`src/na_pkg.sv`:
```
package na_pkg;

  localparam int flit_width = 32;
  localparam int wb_adr_width = 20;

  // Header fields
  localparam int dest_msb = 31;
  localparam int dest_lsb = 27;
  localparam int class_msb = 26;
  localparam int class_lsb = 24;
  localparam int src_msb = 23;
  localparam int src_lsb = 19;

  typedef enum logic [2:0] {
    cls_msg   = 3'd0,
    cls_query = 3'd2,
    cls_reply = 3'd3
  } noc_class_e;

  // Wishbone ranges, address bits 23:20
  typedef enum logic [3:0] {
    sl_conf = 4'd0,
    sl_mp   = 4'd1
  } slave_e;

  // Configuration block
  localparam logic [wb_adr_width-1:0] reg_tile_id = 20'h0;
  localparam logic [wb_adr_width-1:0] reg_scratch = 20'h8;

  // Message-passing endpoint
  localparam logic [wb_adr_width-1:0] reg_mp_data = 20'h0;
  localparam logic [wb_adr_width-1:0] reg_mp_last = 20'h4;
  localparam logic [wb_adr_width-1:0] reg_mp_status = 20'h4;

  localparam int mp_fifo_depth = 8;
  localparam int mp_aw = $clog2(mp_fifo_depth);
  localparam int buf_depth = 4;

endpackage

```
`src/noc_link_if.sv`:
```
`timescale 1ns/100ps

interface noc_link_if;
  import na_pkg::*;

  logic [flit_width-1:0] flit;
  logic                  last;
  logic                  valid;
  logic                  ready;

  modport tx (
    output flit,
    output last,
    output valid,
    input  ready
  );

  modport rx (
    input  flit,
    input  last,
    input  valid,
    output ready
  );

endinterface

```
`src/wb_slave_if.sv`:
```
`timescale 1ns/100ps

interface wb_slave_if;
  import na_pkg::*;

  logic [wb_adr_width-1:0] adr;
  logic [31:0]             dat_w;
  logic                    we;
  logic                    req;
  logic [31:0]             dat_r;
  logic                    ack;

  modport master (
    output adr,
    output dat_w,
    output we,
    output req,
    input  dat_r,
    input  ack
  );

  modport slave (
    input  adr,
    input  dat_w,
    input  we,
    input  req,
    output dat_r,
    output ack
  );

endinterface
```
`src/mp_endpoint.sv`:
```
`timescale 1ns/100ps

module mp_endpoint (
  input  logic      clk,
  input  logic      reset_i,
  wb_slave_if.slave bus,
  noc_link_if.rx    rx_in,
  noc_link_if.tx    tx_out,
  output logic      irq_o
);
  import na_pkg::*;

  logic              ack_q;
  logic [31:0]       dat_r_q;
  logic [mp_aw:0]    rx_count_q;
  logic              wb_access;
  logic              rx_push;
  logic              rx_pop;

  noc_link_if wr_link ();
  noc_link_if rd_link ();

  noc_buffer #(
    .depth (mp_fifo_depth)
  ) u_tx_fifo (
    .clk      (clk),
    .reset_i  (reset_i),
    .in_link  (wr_link),
    .out_link (tx_out)
  );

  noc_buffer #(
    .depth (mp_fifo_depth)
  ) u_rx_fifo (
    .clk      (clk),
    .reset_i  (reset_i),
    .in_link  (rx_in),
    .out_link (rd_link)
  );

  assign wb_access = bus.req && !ack_q;
  assign bus.ack = ack_q;
  assign bus.dat_r = dat_r_q;

  // Writes to a full transmit FIFO see no ready and are lost
  assign wr_link.flit = bus.dat_w;
  assign wr_link.last = (bus.adr == reg_mp_last);
  assign wr_link.valid = wb_access && bus.we &&
                         ((bus.adr == reg_mp_data) || (bus.adr == reg_mp_last));

  assign rd_link.ready = wb_access && !bus.we && (bus.adr == reg_mp_data);

  assign rx_push = rx_in.valid && rx_in.ready;
  assign rx_pop = rd_link.valid && rd_link.ready;
  assign irq_o = (rx_count_q != '0);

  always_ff @(posedge clk) begin
    if (reset_i) begin
      ack_q <= 1'b0;
      rx_count_q <= '0;
    end else begin
      ack_q <= wb_access;
      case ({rx_push, rx_pop})
        2'b10:   rx_count_q <= rx_count_q + 1'b1;
        2'b01:   rx_count_q <= rx_count_q - 1'b1;
        default: rx_count_q <= rx_count_q;
      endcase
    end
  end

  always_ff @(posedge clk) begin
    if (wb_access) begin
      case (bus.adr)
        reg_mp_data:   dat_r_q <= rd_link.valid ? rd_link.flit : 32'b0;
        reg_mp_status: dat_r_q <= {{(31 - mp_aw){1'b0}}, rx_count_q};
        default:       dat_r_q <= 32'b0;
      endcase
    end
  end

endmodule

```
`src/na_conf.sv`:
```
`timescale 1ns/100ps

module na_conf #(
  parameter logic [4:0] TILE_ID = 5'd3
) (
  input  logic      clk,
  input  logic      reset_i,
  wb_slave_if.slave bus,
  noc_link_if.rx    query_in,
  noc_link_if.tx    reply_out
);
  import na_pkg::*;

  typedef enum logic [1:0] {
    st_idle,
    st_take_addr,
    st_send_hdr,
    st_send_data
  } state_e;

  state_e                state_q;
  logic [4:0]            src_q;
  logic [flit_width-1:0] data_q;
  logic [flit_width-1:0] hdr;
  logic [31:0]           scratch_q;
  logic [31:0]           dat_r_q;
  logic                  ack_q;
  logic                  wb_access;
  logic                  q_fire;
  logic                  r_fire;

  function automatic logic [31:0] reg_value(input logic [wb_adr_width-1:0] offset,
                                            input logic [31:0] scratch);
    case (offset)
      reg_tile_id: return {27'b0, TILE_ID};
      reg_scratch: return scratch;
      default:     return 32'b0;
    endcase
  endfunction

  assign wb_access = bus.req && !ack_q;
  assign bus.ack = ack_q;
  assign bus.dat_r = dat_r_q;

  always_ff @(posedge clk) begin
    if (reset_i) begin
      ack_q <= 1'b0;
      scratch_q <= '0;
    end else begin
      ack_q <= wb_access;
      if (wb_access && bus.we && (bus.adr == reg_scratch)) begin
        scratch_q <= bus.dat_w;
      end
    end
  end

  always_ff @(posedge clk) begin
    if (wb_access) begin
      dat_r_q <= reg_value(bus.adr, scratch_q);
    end
  end

  // Query responder
  assign q_fire = query_in.valid && query_in.ready;
  assign r_fire = reply_out.valid && reply_out.ready;
  assign query_in.ready = (state_q == st_idle) || (state_q == st_take_addr);

  always_comb begin
    hdr = '0;
    hdr[dest_msb:dest_lsb] = src_q;
    hdr[class_msb:class_lsb] = cls_reply;
    hdr[src_msb:src_lsb] = TILE_ID;
  end

  assign reply_out.valid = (state_q == st_send_hdr) || (state_q == st_send_data);
  assign reply_out.last = (state_q == st_send_data);
  assign reply_out.flit = (state_q == st_send_hdr) ? hdr : data_q;

  always_ff @(posedge clk) begin
    if (reset_i) begin
      state_q <= st_idle;
    end else begin
      case (state_q)
        st_idle: begin
          // Header-only queries are dropped
          if (q_fire && !query_in.last) begin
            state_q <= st_take_addr;
          end
        end
        st_take_addr: begin
          if (q_fire && query_in.last) begin
            state_q <= st_send_hdr;
          end
        end
        st_send_hdr: begin
          if (r_fire) begin
            state_q <= st_send_data;
          end
        end
        default: begin
          if (r_fire) begin
            state_q <= st_idle;
          end
        end
      endcase
    end
  end

  // Register value is sampled together with the offset
  always_ff @(posedge clk) begin
    if (q_fire && (state_q == st_idle)) begin
      src_q <= query_in.flit[src_msb:src_lsb];
    end
    if (q_fire && (state_q == st_take_addr)) begin
      data_q <= reg_value(query_in.flit[wb_adr_width-1:0], scratch_q);
    end
  end

endmodule

```
`src/networkadapter_ct.sv`:
```
`timescale 1ns/100ps

module networkadapter_ct #(
  parameter logic [4:0] TILE_ID = 5'd3
) (
  input  logic                          clk,
  input  logic                          reset_i,
  input  logic [na_pkg::flit_width-1:0] noc_in_flit_i,
  input  logic                          noc_in_last_i,
  input  logic                          noc_in_valid_i,
  output logic                          noc_in_ready_o,
  output logic [na_pkg::flit_width-1:0] noc_out_flit_o,
  output logic                          noc_out_last_o,
  output logic                          noc_out_valid_o,
  input  logic                          noc_out_ready_i,
  input  logic [31:0]                   wbs_adr_i,
  input  logic [31:0]                   wbs_dat_i,
  input  logic                          wbs_cyc_i,
  input  logic                          wbs_stb_i,
  input  logic                          wbs_we_i,
  output logic [31:0]                   wbs_dat_o,
  output logic                          wbs_ack_o,
  output logic                          wbs_err_o,
  output logic                          irq_o
);

  noc_link_if in_ext ();
  noc_link_if in_buf ();
  noc_link_if conf_in ();
  noc_link_if mp_in ();
  noc_link_if conf_out ();
  noc_link_if mp_out ();
  noc_link_if mux_out ();
  noc_link_if out_ext ();
  wb_slave_if conf_bus ();
  wb_slave_if mp_bus ();

  assign in_ext.flit = noc_in_flit_i;
  assign in_ext.last = noc_in_last_i;
  assign in_ext.valid = noc_in_valid_i;
  assign noc_in_ready_o = in_ext.ready;

  assign noc_out_flit_o = out_ext.flit;
  assign noc_out_last_o = out_ext.last;
  assign noc_out_valid_o = out_ext.valid;
  assign out_ext.ready = noc_out_ready_i;

  noc_buffer u_inbuffer (
    .clk      (clk),
    .reset_i  (reset_i),
    .in_link  (in_ext),
    .out_link (in_buf)
  );

  noc_demux u_demux (
    .clk     (clk),
    .reset_i (reset_i),
    .in_link (in_buf),
    .to_conf (conf_in),
    .to_mp   (mp_in)
  );

  wb_decode u_slavedecode (
    .clk       (clk),
    .reset_i   (reset_i),
    .wbs_adr_i (wbs_adr_i),
    .wbs_dat_i (wbs_dat_i),
    .wbs_cyc_i (wbs_cyc_i),
    .wbs_stb_i (wbs_stb_i),
    .wbs_we_i  (wbs_we_i),
    .wbs_dat_o (wbs_dat_o),
    .wbs_ack_o (wbs_ack_o),
    .wbs_err_o (wbs_err_o),
    .conf_bus  (conf_bus),
    .mp_bus    (mp_bus)
  );

  na_conf #(
    .TILE_ID (TILE_ID)
  ) u_conf (
    .clk       (clk),
    .reset_i   (reset_i),
    .bus       (conf_bus),
    .query_in  (conf_in),
    .reply_out (conf_out)
  );

  mp_endpoint u_mp (
    .clk     (clk),
    .reset_i (reset_i),
    .bus     (mp_bus),
    .rx_in   (mp_in),
    .tx_out  (mp_out),
    .irq_o   (irq_o)
  );

  noc_mux u_mux (
    .clk      (clk),
    .reset_i  (reset_i),
    .in_a     (mp_out),
    .in_b     (conf_out),
    .out_link (mux_out)
  );

  noc_buffer u_outbuffer (
    .clk      (clk),
    .reset_i  (reset_i),
    .in_link  (mux_out),
    .out_link (out_ext)
  );

endmodule

```
`src/noc_buffer.sv`:
```
`timescale 1ns/100ps

module noc_buffer #(
  parameter int depth = na_pkg::buf_depth
) (
  input  logic       clk,
  input  logic       reset_i,
  noc_link_if.rx     in_link,
  noc_link_if.tx     out_link
);
  import na_pkg::*;

  // Entry is {last, flit}
  logic [flit_width:0]       mem [depth];
  logic [$clog2(depth)-1:0]  wr_ptr;
  logic [$clog2(depth)-1:0]  rd_ptr;
  logic [$clog2(depth):0]    count;
  logic                      push;
  logic                      pop;

  assign push = in_link.valid && in_link.ready;
  assign pop = out_link.valid && out_link.ready;

  assign in_link.ready = (int'(count) != depth);
  assign out_link.valid = (count != '0);
  assign out_link.flit = mem[rd_ptr][flit_width-1:0];
  assign out_link.last = mem[rd_ptr][flit_width];

  always_ff @(posedge clk) begin
    if (push) begin
      mem[wr_ptr] <= {in_link.last, in_link.flit};
    end
  end

  always_ff @(posedge clk) begin
    if (reset_i) begin
      wr_ptr <= '0;
      rd_ptr <= '0;
      count <= '0;
    end else begin
      if (push) begin
        wr_ptr <= wr_ptr + 1'b1;
      end
      if (pop) begin
        rd_ptr <= rd_ptr + 1'b1;
      end
      case ({push, pop})
        2'b10:   count <= count + 1'b1;
        2'b01:   count <= count - 1'b1;
        default: count <= count;
      endcase
    end
  end

endmodule

```
`src/noc_demux.sv`:
```
`timescale 1ns/100ps

module noc_demux (
  input  logic   clk,
  input  logic   reset_i,
  noc_link_if.rx in_link,
  noc_link_if.tx to_conf,
  noc_link_if.tx to_mp
);
  import na_pkg::*;

  logic locked_q;
  logic conf_q;
  logic is_query;
  logic conf_sel;

  assign is_query = (in_link.flit[class_msb:class_lsb] == cls_query);
  assign conf_sel = locked_q ? conf_q : is_query;

  assign to_conf.flit = in_link.flit;
  assign to_conf.last = in_link.last;
  assign to_conf.valid = in_link.valid && conf_sel;
  assign to_mp.flit = in_link.flit;
  assign to_mp.last = in_link.last;
  assign to_mp.valid = in_link.valid && !conf_sel;
  assign in_link.ready = conf_sel ? to_conf.ready : to_mp.ready;

  always_ff @(posedge clk) begin
    if (reset_i) begin
      locked_q <= 1'b0;
      conf_q <= 1'b0;
    end else if (in_link.valid && in_link.ready) begin
      locked_q <= !in_link.last;
      conf_q <= conf_sel;
    end
  end

endmodule

```
`src/noc_mux.sv`:
```
`timescale 1ns/100ps

module noc_mux (
  input  logic   clk,
  input  logic   reset_i,
  noc_link_if.rx in_a,
  noc_link_if.rx in_b,
  noc_link_if.tx out_link
);

  // Grant index 0 is in_a, 1 is in_b
  logic locked_q;
  logic sel_q;
  logic prio_q;
  logic sel;

  always_comb begin
    if (locked_q) begin
      sel = sel_q;
    end else if (in_a.valid && in_b.valid) begin
      sel = prio_q;
    end else begin
      sel = in_b.valid;
    end
  end

  assign out_link.valid = sel ? in_b.valid : in_a.valid;
  assign out_link.flit = sel ? in_b.flit : in_a.flit;
  assign out_link.last = sel ? in_b.last : in_a.last;
  assign in_a.ready = !sel && out_link.ready;
  assign in_b.ready = sel && out_link.ready;

  // Lock as soon as a flit is shown so the output stays stable under stall
  always_ff @(posedge clk) begin
    if (reset_i) begin
      locked_q <= 1'b0;
      sel_q <= 1'b0;
      prio_q <= 1'b0;
    end else if (out_link.valid) begin
      if (out_link.ready && out_link.last) begin
        locked_q <= 1'b0;
        prio_q <= !sel;
      end else begin
        locked_q <= 1'b1;
        sel_q <= sel;
      end
    end
  end

endmodule

```
`src/wb_decode.sv`:
```
`timescale 1ns/100ps

module wb_decode (
  input  logic        clk,
  input  logic        reset_i,
  input  logic [31:0] wbs_adr_i,
  input  logic [31:0] wbs_dat_i,
  input  logic        wbs_cyc_i,
  input  logic        wbs_stb_i,
  input  logic        wbs_we_i,
  output logic [31:0] wbs_dat_o,
  output logic        wbs_ack_o,
  output logic        wbs_err_o,
  wb_slave_if.master  conf_bus,
  wb_slave_if.master  mp_bus
);
  import na_pkg::*;

  logic [3:0] adr_range;
  logic       access;
  logic       unmapped;
  logic       err_q;

  assign adr_range = wbs_adr_i[23:20];
  assign access = wbs_cyc_i && wbs_stb_i;
  assign unmapped = (adr_range != sl_conf) && (adr_range != sl_mp);

  assign conf_bus.adr = wbs_adr_i[wb_adr_width-1:0];
  assign conf_bus.dat_w = wbs_dat_i;
  assign conf_bus.we = wbs_we_i;
  assign conf_bus.req = access && (adr_range == sl_conf);
  assign mp_bus.adr = wbs_adr_i[wb_adr_width-1:0];
  assign mp_bus.dat_w = wbs_dat_i;
  assign mp_bus.we = wbs_we_i;
  assign mp_bus.req = access && (adr_range == sl_mp);

  always_comb begin
    case (adr_range)
      sl_conf: begin
        wbs_dat_o = conf_bus.dat_r;
        wbs_ack_o = conf_bus.ack;
      end
      sl_mp: begin
        wbs_dat_o = mp_bus.dat_r;
        wbs_ack_o = mp_bus.ack;
      end
      default: begin
        wbs_dat_o = '0;
        wbs_ack_o = 1'b0;
      end
    endcase
  end

  // One-cycle err for unmapped ranges
  always_ff @(posedge clk) begin
    if (reset_i) begin
      err_q <= 1'b0;
    end else begin
      err_q <= access && unmapped && !err_q;
    end
  end

  assign wbs_err_o = err_q;

endmodule

```
`config.mk`:
```
export PLATFORM = sky130hd
export DESIGN_NAME = networkadapter_ct
export DESIGN_NICKNAME = d
export VERILOG_FILES = /design/src/na_pkg.sv /design/src/noc_link_if.sv /design/src/wb_slave_if.sv /design/src/mp_endpoint.sv /design/src/na_conf.sv /design/src/networkadapter_ct.sv /design/src/noc_buffer.sv /design/src/noc_demux.sv /design/src/noc_mux.sv /design/src/wb_decode.sv
export SDC_FILE = /design/constraint.sdc
export NUM_CORES = 1
export LEC_CHECK = 0
export BUFFER_PORTS_ARGS = -buffer_cell sky130_fd_sc_hd__buf_2
export CAP_MARGIN = 10
export CORE_ASPECT_RATIO = 0.7
export CORE_MARGIN = 2
export CORE_UTILIZATION = 39
export DETAILED_ROUTE_END_ITERATION = 8
export PLACE_DENSITY_LB_ADDON = 0.08
export SYNTH_ARGS = -nofsm -noshare
export SYNTH_HDL_FRONTEND = slang
export SYNTH_SLANG_ARGS = --single-unit
```
`constraint.sdc`:
```
create_clock -name clk -period 12.3 [get_ports clk]
set_input_delay 1.23 -clock clk [delete_from_list [all_inputs] [get_ports clk]]
set_output_delay 1.23 -clock clk [all_outputs]
set_load 0.03 [all_outputs]
```
# Word-level counts from Yosys, hierarchy flattened
# Memory sizes are Yosys's and may differ from the RTL's. A register that Yosys moved wholly into a read port is not among the register bits.
# Index checks and enable logic that the tools add are counted.
op_classes:
  add_sub_neg: 18
  n_eq_ne: 24
  mux: 41
  n_bitwise: 1
  reduce_logical: 62
op_table:
  columns: ["cell", "n"]
  rows:
  - ["$pmux 32 s2", 4]
  - ["$mux 32", 3]
  - ["$eq 20x4->1 const B", 2]
  - ["$logic_not 20->1", 2]
  - ["$logic_and 1x1->1", 34]
  - ["$pmux 4 s2", 3]
  - ["$eq 20x3->1 const B", 1]
  - ["$add 3x1->3 const B", 6]
  - ["$mux 2", 8]
  - ["$reduce_bool 4->1", 4]
  - ["$mux 1", 15]
  - ["$add 4x1->4 const B", 3]
  - ["$eq 2x2->1 const B", 6]
  - ["$mux 3", 4]
  - ["$pmux 3 s2", 2]
  - ["$sub 4x1->4 const B", 3]
  - ["$eq 2x1->1 const B", 5]
  - ["$reduce_bool 3->1", 3]
  - ["$add 2x1->2 const B", 4]
  - ["$ne 4x4->1 const B", 2]
  - ["$reduce_bool 2->1", 4]
  - ["$logic_not 1->1", 7]
  - ["$ne 3x3->1 const B", 2]
  - ["$pmux 2 s3", 1]
  - ["other kinds (13)", 18]
totals:
  register_bits: 181
  mem_bits_rw: 792
  out_inout_bits: 70
  mem_count: 4
mem_list:
  columns: ["memory", "words", "word_bits", "read_ports", "rd_clocked_by_memory_dff", "wr", "line_no", "text"]
  rows:
  - ["u_mp.u_rx_fifo.mem", 8, 33, 1, 1, 1, "noc_buffer.sv:14", "logic [flit_width:0] mem [depth];"]
  - ["u_mp.u_tx_fifo.mem", 8, 33, 1, 1, 1, "noc_buffer.sv:14", null]
  - ["u_inbuffer.mem", 4, 33, 1, 1, 1, "noc_buffer.sv:14", null]
  - ["u_outbuffer.mem", 4, 33, 1, 1, 1, "noc_buffer.sv:14", null]

# Longest topological paths before layout
# Gate-level depths: netlist of the first run.
depth:
  depth_word: 10
  depth_mapped: 14
  depth_no_buf: 12

# Modules after synthesis
# A second synthesis of the first run with hierarchy kept.
unflattened:
  cells_unflattened: 2198
  hier_area_um2: 40719.1
by_module_without_submodules:
  columns: ["mod", "n_inst", "cells_each", "area_per_inst_um2"]
  rows:
  - ["noc_buffer at u_mp.u_rx_fifo ...", 2, 455, 10587.7]
  - ["noc_buffer at u_inbuffer ...", 2, 225, 5285.1]
  - ["na_conf", 1, 382, 4571.9]
  - ["mp_endpoint", 1, 123, 1607.8]
  - ["wb_decode", 1, 187, 1377.6]
  - ["noc_mux", 1, 63, 758.2]
  - ["noc_demux", 1, 83, 658.1]

# Worst setup path before layout of the first run
# Ideal clock, no wire load.
synth_timing:
  path_type: "input-to-reg"
  startpoint: "in wbs_adr_i[21]"
  endpoint: "mem u_mp.u_tx_fifo.mem[1][0] (netlist name) (enable)"
  t_arrival_ns: 7.856
  t_required_ns: 11.782
  setup_slack_ns: 3.926
  path_stages: 6
  path_cell_list: "or3_1 > clkbuf_1 > nor4b_2 > and3_1 > nand2_1 > nor4b_1"
synth_between:
  elab_chain_len: 8
synth_rtl:
  columns: ["item", "line_no", "text"]
  rows:
  - ["start, declared", "networkadapter_ct.sv:16", "input logic [31:0] wbs_adr_i,"]
  - ["$eq 4x1->1", "wb_decode.sv:35", "assign mp_bus.req = access && (adr_range == sl_mp);"]
  - ["$logic_and 1x1->1", "wb_decode.sv:35", null]
  - ["$logic_and 1x1->1", "mp_endpoint.sv:41", "assign wb_access = bus.req && !ack_q;"]
  - ["named net u_mp.wb_access", "mp_endpoint.sv:16", "logic wb_access;"]
  - ["$logic_and 1x1->1 (2 in a row)", "mp_endpoint.sv:48", "assign wr_link.valid = wb_access && bus.we &&"]
  - ["$logic_and 1x1->1", "noc_buffer.sv:21", "assign push = in_link.valid && in_link.ready;"]
  - ["$mux 1", "noc_buffer.sv:30", "if (push) begin"]
  - ["$mux 1 (not written as such)", "noc_buffer.sv:31", "mem[wr_ptr] <= {in_link.last, in_link.flit};"]
  - ["end, declared", "noc_buffer.sv:14", null]
# The timed path passes the listed nets, and every way through them passes these cells.

# Worst setup path in the final report of the first run
layout_timing:
  startpoint: "in wbs_adr_i[20]"
  endpoint: "out wbs_dat_o[15]"
layout_between:
  elab_chain_len: 2
  elab_cells_between_ends: 3
layout_rtl:
  columns: ["item", "line_no", "text"]
  rows:
  - ["$eq 4x1->1 / $logic_not 4->1 (equally long branches)", "wb_decode.sv:38", "case (adr_range)"]
  - ["$pmux 32 s2 (*)", "wb_decode.sv:38", null]
  - ["end, declared", "networkadapter_ct.sv:21", "output logic [31:0] wbs_dat_o,"]
# Every way passes the cells marked *; elsewhere a longest branch is shown, timed or not.

==> impl_metrics.json, run 1 <==
{
  "cp.required_ns": 11.07,
  "wl_per_cell_um": 26.08,
  "fp.dieW_um": 376.9,
  "final_core_util_pct": 45.41,
  "ys_seq_area_share_pct": 74.77,
  "die_area_um2": 99860,
  "first_global_vias": 18960,
  "dp_cells": 3324,
  "hold_end": "u_slavedecode.wbs_err_o",
  "avgSynthCellArea_um2": 19.41,
  "ir_drop_mv": 0.1190,
  "slew_headroom_pct": 24.07,
  "postCtsSetupBuffers": 0,
  "rows": 95,
  "seq_area_um2": 28390,
  "dominantRegCellSynth": "edfxtp_1",
  "drt-initial-drc-count": 1751,
  "clk_latency_ns": 0.68,
  "core-area_um2": 96160,
  "cts.hold.buffers_added": 0,
  "routed_wl_mm": 91.59,
  "ys_top_cells_by_area": "edfxtp_1 (70%), mux4_2 (12%), dfxtp_1 (4.7%), mux2i_1 (3.6%), nor2_1 (1.3%)",
  "hold_path.class": "reg -> reg",
  "setup_violations": 0,
  "grt_first_pass_wirelength_mm": 132.5,
  "dieHeight_um": 265.0,
  "cts.repair.resized": 0,
  "cp.arrival_ns": 3.22,
  "synth-seq-cells": 975,
  "crit_fanout": 19,
  "ant_nets": 0,
  "synth_nets": 2087,
  "fillers": 8144,
  "hold_path_startpoint": "u_slavedecode.wbs_err_o",
  "worstSetupStartpointType": "primary input",
  "synth_top_area_share_pct": 70.03,
  "num_io_pins": 174,
  "whs_path_depth": 1,
  "syn2layout_area_growth_pct": 15.05,
  "hold_viol": 0,
  "clockBufferDepth": 3,
  "place_hpwl_mm": 55.22,
  "rsz0062_at_grt": "no",
  "grt_util_all_layers_pct": 18.51,
  "status": "completed",
  "gp_congestion": 0.7551,
  "root_buffer": "clkbuf_16",
  "leakage_nw": 13.73,
  "crit_chain": "buf_2 -> buf_4 -> buf_4 -> mux2i_1 -> nor2_1 -> buf_2",
  "drive_gt1_share_pct": 26.46,
  "cts_buffers": 98,
  "antenna_found_initial": 6,
  "finalClockSkew_ns": 0.02403,
  "clkTransAtPathRegs_ns": 0.06,
  "finalSetupTns_ns": 0,
  "async_reset_ff_share_pct": 0,
  "portBuffers": 165,
  "criticalPathCategory": "in -> out",
  "worst_path_largest_cell_delay_ns": 0.81,
  "drv_cap": 0,
  "cts_tree": "done",
  "fmax_ghz": 0.2245,
  "r2r-end": "u_mp.rx_count_q[2]",
  "vias_per_cell": 5.343,
  "netlist_instances": 1955,
  "drc_errors": 0,
  "vias": 18760,
  "cpMaxStageDelayCell": "mux2i_1",
  "instances_no_fill": 3512,
  "firstDrtPassIters": 6,
  "final-max-slew-violation-count": 0,
  "reg2reg_slack_ns": 8.12,
  "layout.nets": 2295,
  "fin_crit_sh_pct": 36.22,
  "clock_sinks": 975,
  "min_period_ns": 4.455,
  "syn_area_um2": 37950,
  "rr_worst_depth": 12,
  "grt_max_degree": 65,
  "yosysWarnings": 0,
  "tightest_slew_ns": 1.139,
  "overflow": 0,
  "h-tree-depth": 3,
  "synth_cell_type_count": 61,
  "multi_input_area_um2": 9178,
  "start_util_pct": 39.47,
  "critPathCaptureType": "output pin",
  "synth_enable_flop_cells": 885,
  "power.density_nw_per_um2": 179.3,
  "synth_top_area_cell": "edfxtp_1"
}
## how the worst max path moves through the flow
stage             startpoint                        to  slack [ns]
2_1_floorplan  wbs_adr_i[21]  u_mp.u_tx_fifo.mem[1][0]        3.93
5_1_grt        wbs_adr_i[21]   u_mp.u_rx_fifo.count[2]        7.67
4_1_cts        wbs_adr_i[21]        u_mp.rx_count_q[2]        7.97
3_3_place_gp   wbs_adr_i[21]   u_mp.u_tx_fifo.count[2]        7.37
6_report       wbs_adr_i[20]             wbs_dat_o[15]        7.85
3_5_place_dp   wbs_adr_i[21]        u_mp.rx_count_q[2]        7.25
## layer usage
metal / vias up / GRT usage, % / share of wire (%)
met4: 2 / 3.416 / 1.5
met5: - / 0 / 0.0087
met2: 469 / 25.69 / 42
met3: 104 / 3.795 / 5.9
li1: 8240 / - / -
met1: 9949 / 29.98 / 51
## cell type report
class,count,area share (%)
clock inverters,51,1.304
diodes,2,0.01146
multi-input cells,860,21.02
repair buffers,206,2.602
flip-flops and latches,975,65.02
well taps,1261,3.613
clock buffers,135,6.238
inverters,22,0.1891
## cell usage in the layout (no fill, tap or decap), types with 19 or more instances in the layout
cell type  netlist  final
buf_4            0     42
nand2_1         20     19
mux4_2         194    194
mux2i_1        138    138
o21ai_1         24     24
nor2_1         136    133
nand3b_1        23     23
dfxtp_1         90     82
a21oi_1         36     36
edfxtp_1       885    885
clkbuf_16        0    100
ha_1            26     26
inv_1           19     19
clkbuf_1        64     26
and2_1          72     72
buf_2           13    164
## sequential cells by signal, indices dropped and copies added (netlist names), 4 cells and up, named ones only
name / count
u_inbuffer.mem: 132
u_conf.scratch_q: 32
u_mp.u_tx_fifo.count: 4
u_mp.u_tx_fifo.mem: 264
u_conf.src_q: 5
u_conf.bus.dat_r: 32
u_conf.data_q: 32
u_mp.rx_count_q: 4
u_mp.u_rx_fifo.count: 4
u_outbuffer.mem: 132
u_mp.u_rx_fifo.mem: 256
u_mp.bus.dat_r: 32
## where the power goes
| group | switching [W] | internal [W] |
|---|---|---|
| Sequential | 0.0000565 | 0.00394 |
| Combinational | 0.000531 | 0.000267 |
| Clock | 0.00125 | 0.00178 |
## cells in the mapped netlist (5+ instances only)
cell type,n
edfxtp_1,885
mux4_2,194
mux2i_1,138
nor2_1,136
dfxtp_1,90
and2_1,72
clkbuf_1,64
a21oi_1,36
ha_1,26
o21ai_1,24
nand3b_1,23
nor3_1,22
nand2_1,20
inv_1,19
xor2_1,16
buf_1,15
or3_1,15
buf_2,13
o21ai_0,13
nor4_1,12
a211oi_1,10
nor2b_1,10
nand2b_1,8
nand3_1,8
and3_1,6
nor3b_1,6
buf_6,5
mux2_1,5
nor4b_1,5
xnor2_1,5
## stage by stage
step                hold slack (ns)  worst slack, ns  total power, W  area [um^2]
finish                       0.4487            7.845        0.007827        43660
global route                 0.4552            7.673        0.008140        43660
CTS                          0.4389            7.969        0.007939        43660
detailed placement           0.4304            7.252        0.004885        40370
global placement             0.4076            7.370        0.004850        40370
floorplan                    0.4619            3.926        0.004571        37950
## cell families after synthesis
group	Yosys count	synth area share [%]
AND/OR/NAND/NOR	359	5.120
flip-flops	975	74.77
buffers and inverters	120	1.371
AO/OA/AOI/OAI	111	1.790
XOR/XNOR	21	0.4846
adder cells (fa/ha/maj)	28	0.9627
multiplexers	341	15.50
## critical path, delay by kind of cell
kind | cells | cell delay (ns)
muxes | 1 | 0.81
buffers and inverters | 4 | 1.05
and+or+nand+nor | 1 | 0.11
Power figures use the tool's default switching activity.
==> run 2: changes to the inputs <==
ABC_AREA = 1   (was not set)
clock period = 4 ns   (was 12.3 ns; I/O delays follow)
==> run 2 against run 1 <==
  * Core utilization is 0.32 points higher
  * Combinational power increased to 9.8 times the previous value
  * Sequential cell count unchanged
  * Via count increased by 32%
  * Cell count grew 34%
  * Critical path depth is 2 higher
  * Die area grew 2.2%
  * Cell area is 2.9% higher
  * Worst setup slack worse by 7.2 ns
  * Synthesized cell count grew 58%
==> impl_metrics.json, run 2 <==
{
  "dieHeight_um": 267.9,
  "fin_area_um2": 44930,
  "dominantRegCellSynth": "edfxtp_1",
  "cts_tree": "done",
  "netlist_top_cells_count": "edfxtp_1 (885), nor2_1 (403), nand2_1 (339)",
  "setup_violations": 0,
  "drt-initial-drc-count": 2429,
  "final_common_cell": "edfxtp_1",
  "clk_latency_ns": 0.66,
  "antenna_found_initial": 12,
  "synth_top_area_share_pct": 68.52,
  "core-area_um2": 98250,
  "status": "completed",
  "mostFrequentLayoutCells": "edfxtp_1 (885), nor2_1 (386), nand2_1 (339), o21ai_0 (322), inv_1 (229)",
  "crit_fanout": 55,
  "clock_sinks": 975,
  "portBuffers": 165,
  "hold_viol": 0,
  "criticalPathCategory": "reg -> reg",
  "ys_seq_area_share_pct": 73.16,
  "first_global_vias": 23600,
  "synth_enable_flop_cells": 885,
  "netlist_instances": 3093,
  "grt_first_pass_wirelength_mm": 153.3,
  "overflow": 0,
  "worstSetupStartpointType": "flop",
  "ant_nets": 0,
  "async_reset_ff_share_pct": 0,
  "fin_crit_sh_pct": 83.73,
  "slew_headroom_pct": 21.12,
  "fmax_ghz": 0.2986,
  "top_register": "u_mp.u_tx_fifo.mem",
  "place_hpwl_mm": 65.06,
  "largest_reg_flops": 264,
  "yosysWarnings": 0,
  "syn_area_um2": 38790,
  "avgSynthCellArea_um2": 12.54,
  "post_dp_cell_area_um2": 41440,
  "layout.nets": 3426,
  "num_io_pins": 174,
  "clkTransAtPathRegs_ns": 0.06,
  "power.density_nw_per_um2": 682.4,
  "syn2layout_area_growth_pct": 15.85,
  "min_period_ns": 3.349,
  "gp_congestion": 0.7840,
  "hold_path.class": "in -> reg",
  "routed_wl_mm": 105.8,
  "synth_top_area_cell": "edfxtp_1",
  "synth_nets": 3225,
  "fp.dieW_um": 380.9,
  "cp.arrival_ns": 3.73,
  "drc_errors": 0,
  "vias_per_cell": 5.270,
  "vias": 24780,
  "die_area_um2": 102000,
  "cp.required_ns": 4.38,
  "h-tree-depth": 3,
  "synth_most_common_cell": "edfxtp_1",
  "finalSetupTns_ns": 0,
  "final-max-slew-violation-count": 0,
  "root_buffer": "clkbuf_16",
  "tightest_slew_ns": 1.178,
  "fillers": 8875,
  "ir_drop_mv": 0.3857,
  "clockBufferDepth": 3,
  "rows": 96,
  "grt_util_all_layers_pct": 20.38,
  "drv_cap": 0,
  "synth_cell_type_count": 40,
  "finalClockSkew_ns": 0.02042,
  "wl_per_cell_um": 22.49,
  "ys_top_cells_by_area": "edfxtp_1 (69%), dfxtp_1 (4.6%), o21ai_0 (4.2%), nor2_1 (3.9%), nand2_1 (3.3%)",
  "cts_buffers": 96,
  "critPathCaptureType": "flop",
  "leakage_nw": 15.67,
  "firstDrtPassIters": 5,
  "grt_max_degree": 93,
  "synth-seq-cells": 975,
  "start_util_pct": 39.48,
  "largest_registers": "u_mp.u_tx_fifo.mem x264, u_mp.u_rx_fifo.mem x256",
  "drive_gt1_share_pct": 13.59,
  "rsz0062_at_grt": "no"
}
-- run 2: report_power, final --
group / leakage, nW / switching, W / internal, W / total (W)
Combinational: 5.42 / 0.00579 / 0.00202 / 0.00781
Clock: 1.52 / 0.00375 / 0.00520 / 0.00895
Sequential: 8.73 / 0.000543 / 0.0134 / 0.0139
Total: 15.7 / 0.0101 / 0.0206 / 0.0307
-- run 2: path summary, 6_finish.rpt --
| check | start | end | slack (ns) | cells past startpoint |
|---|---|---|---|---|
| worst max-delay path | flop | u_conf.data_q[15] | 0.65 | 8 |
| worst min-delay path | wbs_dat_i[12] | u_mp.u_tx_fifo.mem[6][12] | 0.04 | 1 |
| worst max register to register | flop | u_conf.data_q[15] | 0.65 | 8 |
| worst min register to register | u_slavedecode.wbs_err_o | u_slavedecode.wbs_err_o | 0.45 | 1 |
-- run 2: routing by layer --
metal	share of wire, %	vias to the layer above	track usage [%]
li1	-	11480	-
met1	48	12360	31.50
met2	41	817	28.69
met3	9.0	132	5.100
met4	1.9	4	4.529
met5	0.029	-	0
-- run 2: layout make-up --
cell class                 instances  area (um^2)  area share, %
inverter                         237        890.9          1.983
tap                             1323         1655          3.684
clock buffer                     139         2698          6.004
multi-input combinational       1702         8947          19.91
timing repair buffer             282         1922          4.277
sequential                       975        28390          63.19
clock inverter                    42        417.9         0.9301
antenna                            3        7.507        0.01671
-- run 2: logic make-up after synthesis --
group	after synthesis	share of synthesized area, %
buffers and inverters	416	4.320
XOR/XNOR	11	0.2484
AO/OA/AOI/OAI	712	10.42
flip-flops	975	73.16
AND/OR/NAND/NOR	887	9.258
multiplexers	64	1.652
adder cells (fa/ha/maj)	28	0.9420
-- run 2: stage by stage --
stage / total power (W) / worst slack [ns] / hold slack (ns) / utilization (%) / cells
4_1_cts: 0.03087 / 0.6241 / 0.001125 / 45.72 / 4700
3_5_place_dp: 0.02187 / 0.6482 / 0.4498 / 42.17 / 4482
2_1_floorplan: 0.01865 / 0.04902 / 0.4214 / - / 3093
6_report: 0.03066 / 0.6510 / 0.04029 / 45.73 / 4703
5_1_grt: 0.03216 / 0.3440 / 0.01084 / 45.73 / 4702
3_3_place_gp: 0.02159 / 0.6963 / 0.4327 / 42.17 / 4482
-- run 2: critical path, stage by stage, from the launching register on --
cell and delay (ns):
dfxtp_2 0.69, buf_4 0.58, nand2_1 0.11, a32oi_1 0.65, nand3b_1 0.24, nor3_4 0.08
nand2_2 0.06, buf_4 0.55, nor2_2 0.05
-- run 2: timing repair --
| item | 4_1_cts | 5_1_grt |
|---|---|---|
| hold buffers | 37 | 0 |
| hold endpoints to repair | 157 | 0 |
| resized for setup | 0 | 0 |
| setup buffers | 0 | 0 |
